==> src/hw/bus_pkg.sv <==
// Wishbone bus widths and address and data vector types
`default_nettype none

package bus_pkg;

    // Register slot address width
    // Four slots, the last one unused
    localparam int WB_ADDR_WIDTH = 2;

    // Byte wide data path
    localparam int WB_DATA_WIDTH = 8;

    // Register address as seen on wb_adr
    typedef logic [WB_ADDR_WIDTH-1:0] wb_addr_t;

    // Read and write data on wb_dat
    typedef logic [WB_DATA_WIDTH-1:0] wb_data_t;

endpackage

`default_nettype wire
==> src/hw/pet_reg_pkg.sv <==
// Register map, bit positions, reset values and screen geometry of the control block
`default_nettype none

package pet_reg_pkg;
    import bus_pkg::*;

    // Register slots, address 3 reads zero and ignores writes
    localparam wb_addr_t REG_STATUS = 2'd0;
    localparam wb_addr_t REG_CPU    = 2'd1;
    localparam wb_addr_t REG_VIDEO  = 2'd2;

    // Status register, read only board inputs
    localparam int REG_STATUS_GRAPHICS_BIT = 0;
    localparam int REG_STATUS_CRT_BIT      = 1;
    localparam int REG_STATUS_KEYBOARD_BIT = 2;

    // CPU control register
    localparam int REG_CPU_READY_BIT = 0;
    localparam int REG_CPU_RESET_BIT = 1;
    localparam int REG_CPU_NMI_BIT   = 2;

    // Video control register, RAM mask sits in bits 3:2
    localparam int REG_VIDEO_COL80_BIT = 0;
    localparam int REG_VIDEO_MASK_LSB  = 2;

    // CPU held in reset and not ready at power on
    localparam wb_data_t REG_CPU_RESET_VALUE   = 8'h02;
    // 40 columns, both mask bits open
    localparam wb_data_t REG_VIDEO_RESET_VALUE = 8'h0C;

    // Character screen geometry
    localparam int SCREEN_ROWS = 25;
    localparam int COLS_40     = 40;
    localparam int COLS_80     = 80;

    // Video RAM character address
    localparam int VIDEO_ADDR_WIDTH = 12;
    typedef logic [VIDEO_ADDR_WIDTH-1:0] video_addr_t;

endpackage

`default_nettype wire

==> src/hw/pet_system_ctrl.sv <==
// Top level joining the register file with the CPU control and video address blocks
`timescale 1ns/100ps
`default_nettype none

module pet_system_ctrl
    import bus_pkg::*;
    import pet_reg_pkg::*;
#(
    parameter int RESET_HOLD_CYCLES = 16
) (
    input  wire              clock,
    input  wire              reset_n,

    // Wishbone host port
    input  wire              wb_cyc_i,
    input  wire              wb_stb_i,
    input  wire              wb_we_i,
    input  wire wb_addr_t    wb_adr_i,
    input  wire wb_data_t    wb_dat_i,
    output wb_data_t         wb_dat_o,
    output logic             wb_ack_o,
    output logic             wb_stall_o,

    // Board status inputs
    input  wire              video_graphic_i,
    input  wire              config_crt_i,
    input  wire              config_keyboard_i,

    // CPU control lines
    output logic             cpu_reset_o,
    output logic             cpu_ready_o,
    output logic             cpu_nmi_o,

    // Video timing in, character address out
    input  wire              video_char_i,
    input  wire              video_frame_i,
    output video_addr_t      video_addr_o
);

    // Register bits
    logic       cpu_ready_bit;
    logic       cpu_reset_bit;
    logic       cpu_nmi_bit;
    logic       col80_mode;
    logic [1:0] ram_mask;

    register_file i_register_file (
        .clock             (clock),
        .reset_n           (reset_n),
        .wb_cyc_i          (wb_cyc_i),
        .wb_stb_i          (wb_stb_i),
        .wb_we_i           (wb_we_i),
        .wb_adr_i          (wb_adr_i),
        .wb_dat_i          (wb_dat_i),
        .wb_dat_o          (wb_dat_o),
        .wb_ack_o          (wb_ack_o),
        .wb_stall_o        (wb_stall_o),
        .video_graphic_i   (video_graphic_i),
        .config_crt_i      (config_crt_i),
        .config_keyboard_i (config_keyboard_i),
        .cpu_ready_bit_o   (cpu_ready_bit),
        .cpu_reset_bit_o   (cpu_reset_bit),
        .cpu_nmi_bit_o     (cpu_nmi_bit),
        .col80_mode_o      (col80_mode),
        .ram_mask_o        (ram_mask)
    );

    cpu_control #(
        .RESET_HOLD_CYCLES (RESET_HOLD_CYCLES)
    ) i_cpu_control (
        .clock           (clock),
        .reset_n         (reset_n),
        .cpu_ready_bit_i (cpu_ready_bit),
        .cpu_reset_bit_i (cpu_reset_bit),
        .cpu_nmi_bit_i   (cpu_nmi_bit),
        .cpu_reset_o     (cpu_reset_o),
        .cpu_ready_o     (cpu_ready_o),
        .cpu_nmi_o       (cpu_nmi_o)
    );

    video_address i_video_address (
        .clock         (clock),
        .reset_n       (reset_n),
        .col80_mode_i  (col80_mode),
        .ram_mask_i    (ram_mask),
        .video_char_i  (video_char_i),
        .video_frame_i (video_frame_i),
        .video_addr_o  (video_addr_o)
    );

endmodule

`default_nettype wire

==> src/hw/video_address.sv <==
// Character cell address counter with 40/80 column mode and RAM mask
`timescale 1ns/100ps
`default_nettype none

module video_address
    import pet_reg_pkg::*;
(
    input  wire         clock,
    input  wire         reset_n,
    input  wire         col80_mode_i,
    input  wire  [1:0]  ram_mask_i,
    input  wire         video_char_i,
    input  wire         video_frame_i,
    output video_addr_t video_addr_o
);

    // Last cell of a full screen in each mode
    localparam video_addr_t LAST_CELL_40 = video_addr_t'(SCREEN_ROWS * COLS_40 - 1);
    localparam video_addr_t LAST_CELL_80 = video_addr_t'(SCREEN_ROWS * COLS_80 - 1);

    video_addr_t count_q;
    video_addr_t last_cell;
    logic        at_last;

    assign last_cell = col80_mode_i ? LAST_CELL_80 : LAST_CELL_40;

    // Also catches a count left past the end by a switch to 40 columns
    assign at_last = (count_q >= last_cell);

    // Cell counter
    always_ff @(posedge clock or negedge reset_n) begin
        if (!reset_n) begin
            count_q <= '0;
        end else if (video_frame_i) begin
            // Frame start wins over a character strobe
            count_q <= '0;
        end else if (video_char_i) begin
            if (at_last) begin
                count_q <= '0;
            end else begin
                count_q <= count_q + 1'b1;
            end
        end
    end

    // Mask the two top bits to select the video RAM window
    assign video_addr_o = {count_q[11:10] & ram_mask_i, count_q[9:0]};

endmodule

`default_nettype wire

==> src/hw/cpu_control.sv <==
// CPU reset stretcher, ready gating and nmi pulse generator
`timescale 1ns/100ps
`default_nettype none

module cpu_control #(
    parameter int RESET_HOLD_CYCLES = 16
) (
    input  wire  clock,
    input  wire  reset_n,
    input  wire  cpu_ready_bit_i,
    input  wire  cpu_reset_bit_i,
    input  wire  cpu_nmi_bit_i,
    output logic cpu_reset_o,
    output logic cpu_ready_o,
    output logic cpu_nmi_o
);

    // First low cycle of the reset bit is spent in IN_RESET
    // HOLD covers the remaining RESET_HOLD_CYCLES - 1 cycles
    localparam int COUNT_WIDTH = (RESET_HOLD_CYCLES > 2) ? $clog2(RESET_HOLD_CYCLES) : 1;
    localparam int HOLD_LOAD   = (RESET_HOLD_CYCLES > 2) ? RESET_HOLD_CYCLES - 2 : 0;

    typedef enum logic [1:0] {
        IN_RESET,
        HOLD,
        RUN
    } cpu_state_t;

    cpu_state_t             state_q;
    logic [COUNT_WIDTH-1:0] hold_count_q;
    logic                   nmi_prev_q;

    // Reset release sequencing
    always_ff @(posedge clock or negedge reset_n) begin
        if (!reset_n) begin
            state_q      <= IN_RESET;
            hold_count_q <= '0;
        end else if (cpu_reset_bit_i) begin
            // Reset bit set again restarts the whole sequence
            state_q <= IN_RESET;
        end else begin
            case (state_q)
                IN_RESET: begin
                    if (RESET_HOLD_CYCLES > 1) begin
                        state_q      <= HOLD;
                        hold_count_q <= COUNT_WIDTH'(HOLD_LOAD);
                    end else begin
                        state_q <= RUN;
                    end
                end
                HOLD: begin
                    if (hold_count_q == '0) begin
                        state_q <= RUN;
                    end else begin
                        hold_count_q <= hold_count_q - 1'b1;
                    end
                end
                default: state_q <= RUN;
            endcase
        end
    end

    // High with the bit itself, then stretched until RUN
    assign cpu_reset_o = cpu_reset_bit_i | (state_q != RUN);

    // CPU never sees ready while held in reset
    assign cpu_ready_o = cpu_ready_bit_i & ~cpu_reset_o;

    // Previous nmi bit for edge detection
    always_ff @(posedge clock or negedge reset_n) begin
        if (!reset_n) begin
            nmi_prev_q <= 1'b0;
        end else begin
            nmi_prev_q <= cpu_nmi_bit_i;
        end
    end

    // Single cycle pulse on a 0 to 1 change of the bit
    assign cpu_nmi_o = cpu_nmi_bit_i & ~nmi_prev_q;

endmodule

`default_nettype wire

==> src/hw/register_file.sv <==
// Wishbone slave with the status, CPU control and video control registers
`timescale 1ns/100ps
`default_nettype none

module register_file
    import bus_pkg::*;
    import pet_reg_pkg::*;
(
    input  wire              clock,
    input  wire              reset_n,

    // Pipelined Wishbone slave
    input  wire              wb_cyc_i,
    input  wire              wb_stb_i,
    input  wire              wb_we_i,
    input  wire wb_addr_t    wb_adr_i,
    input  wire wb_data_t    wb_dat_i,
    output wb_data_t         wb_dat_o,
    output logic             wb_ack_o,
    output logic             wb_stall_o,

    // Board inputs for the status register
    input  wire              video_graphic_i,
    input  wire              config_crt_i,
    input  wire              config_keyboard_i,

    // CPU control bits
    output logic             cpu_ready_bit_o,
    output logic             cpu_reset_bit_o,
    output logic             cpu_nmi_bit_o,

    // Video control bits
    output logic             col80_mode_o,
    output logic [1:0]       ram_mask_o
);

    // Writable bits of each register, the rest read back as zero
    localparam wb_data_t CPU_DEFINED = wb_data_t'((1 << REG_CPU_READY_BIT)
                                                | (1 << REG_CPU_RESET_BIT)
                                                | (1 << REG_CPU_NMI_BIT));
    localparam wb_data_t VIDEO_DEFINED = wb_data_t'((1 << REG_VIDEO_COL80_BIT)
                                                  | (3 << REG_VIDEO_MASK_LSB));

    wb_data_t status_q;
    wb_data_t cpu_q;
    wb_data_t video_q;
    wb_data_t rd_data;
    logic     accept;
    logic     write_en;

    // Transfer taken on any edge with cycle and strobe high
    assign accept   = wb_cyc_i & wb_stb_i;
    assign write_en = accept & wb_we_i;

    // Register access never waits
    assign wb_stall_o = 1'b0;

    // Board inputs sampled every clock
    always_ff @(posedge clock) begin
        status_q                          <= '0;
        status_q[REG_STATUS_GRAPHICS_BIT] <= video_graphic_i;
        status_q[REG_STATUS_CRT_BIT]      <= config_crt_i;
        status_q[REG_STATUS_KEYBOARD_BIT] <= config_keyboard_i;
    end

    // Writable registers
    always_ff @(posedge clock or negedge reset_n) begin
        if (!reset_n) begin
            cpu_q   <= REG_CPU_RESET_VALUE;
            video_q <= REG_VIDEO_RESET_VALUE;
        end else if (write_en) begin
            // Status slot and the spare slot drop writes
            if (wb_adr_i == REG_CPU) begin
                cpu_q <= wb_dat_i & CPU_DEFINED;
            end
            if (wb_adr_i == REG_VIDEO) begin
                video_q <= wb_dat_i & VIDEO_DEFINED;
            end
        end
    end

    // Read mux
    always_comb begin
        case (wb_adr_i)
            REG_STATUS: rd_data = status_q;
            REG_CPU:    rd_data = cpu_q;
            REG_VIDEO:  rd_data = video_q;
            // Spare slot
            default:    rd_data = '0;
        endcase
    end

    // Read data captured with the request, shown alongside ack
    always_ff @(posedge clock) begin
        if (accept && !wb_we_i) begin
            wb_dat_o <= rd_data;
        end
    end

    // One cycle response for every accepted strobe
    always_ff @(posedge clock or negedge reset_n) begin
        if (!reset_n) begin
            wb_ack_o <= 1'b0;
        end else begin
            wb_ack_o <= accept;
        end
    end

    // Register bits out to the CPU and video blocks
    assign cpu_ready_bit_o = cpu_q[REG_CPU_READY_BIT];
    assign cpu_reset_bit_o = cpu_q[REG_CPU_RESET_BIT];
    assign cpu_nmi_bit_o   = cpu_q[REG_CPU_NMI_BIT];
    assign col80_mode_o    = video_q[REG_VIDEO_COL80_BIT];
    assign ram_mask_o      = video_q[REG_VIDEO_MASK_LSB +: 2];

endmodule

`default_nettype wire

==> config.mk <==
export PLATFORM = sky130hd
export DESIGN_NAME = pet_system_ctrl
export DESIGN_NICKNAME = d
export VERILOG_FILES = /design/src/hw/bus_pkg.sv /design/src/hw/pet_reg_pkg.sv /design/src/hw/pet_system_ctrl.sv /design/src/hw/video_address.sv /design/src/hw/cpu_control.sv /design/src/hw/register_file.sv
export SDC_FILE = /design/constraint.sdc
export NUM_CORES = 1
export LEC_CHECK = 0
export BUFFER_PORTS_ARGS = -buffer_cell sky130_fd_sc_hd__buf_2
export CAP_MARGIN = 40
export CORE_UTILIZATION = 45
export CTS_CLUSTER_SIZE = 40
export DETAILED_ROUTE_END_ITERATION = 7
export HOLD_SLACK_MARGIN = 0.02
export PLACE_DENSITY = 0.79
export REMOVE_ABC_BUFFERS = 1
export SYNTH_ARGS = -nofsm -noshare
export SYNTH_HDL_FRONTEND = slang
export SYNTH_SLANG_ARGS = --single-unit
==> constraint.sdc <==
create_clock -name clock -period 2 [get_ports clock]
set_input_delay 0.5 -clock clock [delete_from_list [all_inputs] [get_ports clock]]
set_output_delay 0.5 -clock clock [all_outputs]
set_load 0.05 [all_outputs]
==> flow_summary.ini <==
[detailed_routing]
drt_wl_total_um = 3140
drc = 0
ant_nets = 0
viasPerCell = 5.19
firstDrtPassIters = 4
drtIter0Drc = 51
post_drt_wl_per_cell_um = 12.7
num_vias = 1283

[synthesis]
synth.distinct_cells = 41
synth_area_um2 = 1760
ys_ff_latch = 33
synth_common_cells = dfrtp_1, buf_4, nor2_1
yosys.area.top_type = dfrtp_1
async_flop_share_pct = 78.8
syn_area_per_cell_um2 = 10.5
synth_edf_count = 4
synth_cells = 167
synth_area_leaders = dfrtp_1, edfxtp_1, buf_4, dfstp_2, mux2_2
seq_area_frac_synth_pct = 47.5
ys.flop_type = dfrtp_1
synth.top_cell.area_share_pct = 32.7
ys_warn_count = 0
yosysMostFrequentCell = dfrtp_1

[floorplanning]
start_util_pct = 47.3
row_count = 22
ios = 45
die_y_um = 64.5
dieWidth_um = 64.5
fp.dieArea_um2 = 4160
core_region_area_um2 = 3720

[clock_tree]
h-tree-depth = 2
cts_tree = built
cts.sinks = 33
clkSlewWorstSetupHoldPaths_ns = 0.07
cts_buffers = 5
clk_latency_ns = 0.29
clk_path_buf_depth = 2
clock-root-buffer = clkbuf_8
hold_buffers = 0

[worst_setup_path]
cp_max_fo = 6
worstPathArrival_ns = 1.99
path_class = flop to flop
cp-end-kind = flop
crit_path_start_kind = flop
required_ns = 2.15
ff2ff_path_depth = 6

[layout]
regArea_um2 = 835
area_delta_synth_final_pct = 13.5
final_net_count = 223
fillers = 338
utilization_pct = 53.7
multi_input_area_um2 = 790
drive_gt1_share_pct = 29.6
fin_cells = 247
diodes = 0

[status]
status = finished clean

[global_routing]
grt_max_degree = 27
grt_pass1_vias = 1173
grt_overflow = 0
grtUsageTotal_pct = 17.2
grt_pass1_wl_um = 5360
antenna_found_initial = 0

[placed_design]
gp_congestion = 0.791
placed_cells = 239
pre_cts_ws_ns = 0.0268
dp_hpwl_um = 2340
port_buffers = 35

[sta]
max_freq_mhz = 543
finalSetupTns_ns = 0
post-route-min-period_ns = 1.84
worst_slack_ns = 0.158
setup_viol_count_final = 0
fin_skew_ns = 0.00280
finalCritPeriodShare_pct = 92.1
relSlewSlack_pct = 62.4
worst-slew-pin-transition_ns = 0.564
fin_hold_ws_ns = 0.200
drv_slew = 0
final_hold_viol_count = 0

[pwr]
power.leakage_uw = 0.000911
power_density_nw_per_um2 = 851
ir_worst_vdd_mv = 0.427

[min_path]
worst_hold_path_type = input port to async pin

[job]
cap_violations = 0
[registers in the layout, indices dropped and copies added (netlist names)]
register                    count
i_cpu_control.nmi_prev_q        1
i_register_file.cpu_q           3
i_register_file.wb_dat_o        4
i_register_file.video_q         3
i_video_address.count_q        12
i_cpu_control.hold_count_q      4
i_cpu_control.state_q           2
i_register_file.wb_ack_o        1
i_register_file.status_q        3
[final cells by class]
class / instances / area share, %
clock inverter: 2 / 0.502
tap: 48 / 3.01
clock buffer: 6 / 3.64
multi-input combinational: 113 / 39.6
inverter: 6 / 1.13
timing repair buffer: 39 / 10.3
sequential: 33 / 41.8
[cells by family (layout without fill, tap and decap cells)]
| kind of cell | after synthesis | after routing | share of synthesized area [%] |
|---|---|---|---|
| fa+ha+maj | 5 | 5 | 3.56 |
| flops | 33 | 33 | 47.5 |
| compound gates | 28 | 28 | 11.7 |
| buf+inv | 25 | 53 | 8.68 |
| simple gates | 56 | 56 | 17.5 |
| xor+xnor | 6 | 6 | 2.99 |
| other cells | 1 | 5 | 0.213 |
| mux | 13 | 13 | 7.90 |
[layer usage]
metal	part of all wire, %	GRT usage, %
met1	48	21.2
met2	46	28.4
met3	5.1	5.28
met4	1.2	5.83
met5	0	0
[worst max-delay path: stages (launching register included)]
cell and delay [ns]:
dfrtp_1 0.39, inv_1 0.07, ha_1 0.28, nand2_1 0.05, or4_4 0.57, o2111ai_1 0.21, o221ai_1 0.14
[worst paths after layout]
check | to | from | slack (ns)
min reg2reg | i_cpu_control.nmi_prev_q$_DFF_PN0_ | i_register_file.cpu_q[2]$_DFFE_PN0P_ | 0.43
max in group asynchronous | i_video_address.count_q[2]$_DFFE_PN0P_ | reset_n | 1.42
max reg2reg | i_video_address.count_q[6]$_DFFE_PN0P_ | i_register_file.video_q[0]$_DFFE_PN0P_ | 0.16
max | i_video_address.count_q[6]$_DFFE_PN0P_ | i_register_file.video_q[0]$_DFFE_PN0P_ | 0.16
min | i_cpu_control.state_q[0]$_DFFE_PN0P_ | reset_n | 0.20
min in group clock | i_register_file.status_q[2]$_DFF_P_ | config_keyboard_i | 0.31
[per-stage QoR]
step | total power, uW | cell area [um^2]
5_1_grt | 1800 | 1990
2_1_floorplan | 1120 | 1640
6_report | 1700 | 1990
4_1_cts | 1710 | 1990
3_3_place_gp | 1210 | 1910
3_5_place_dp | 1230 | 1910
[power breakdown]
group          switching, uW  total [uW]  internal [uW]
Combinational            209         354            145
Clock                    240         481            241
Sequential              79.3         862            782
Total                    529        1700           1170
[layout by cell type, fill, tap and decap left out, types with 2 or more instances in the layout]
cell / n
dfstp_2: 3
clkbuf_8: 5
a31oi_1: 2
nor2_1: 13
clkinv_2: 2
nor3_1: 2
a21oi_1: 5
nor4_1: 3
ha_1: 5
buf_2: 35
buf_4: 4
dfxtp_1: 3
inv_1: 6
dfrtp_1: 23
and2_1: 3
o21ai_0: 2
mux2i_1: 6
conb_1: 5
nand3_1: 4
nand2_1: 11
edfxtp_1: 4
nand2b_1: 4
o211ai_1: 2
a211oi_1: 8
nor2b_1: 4
and3_1: 5
mux2_2: 7
o2111ai_1: 4
xnor2_1: 5
[what timing repair did]
action | 4_1_cts | 5_1_grt
setup endpoints to repair | 0 | 11
gates resized for setup | 0 | 1
setup buffers | 0 | 0
hold endpoints to repair | 0 | 0
Power figures use the tool's default switching activity.
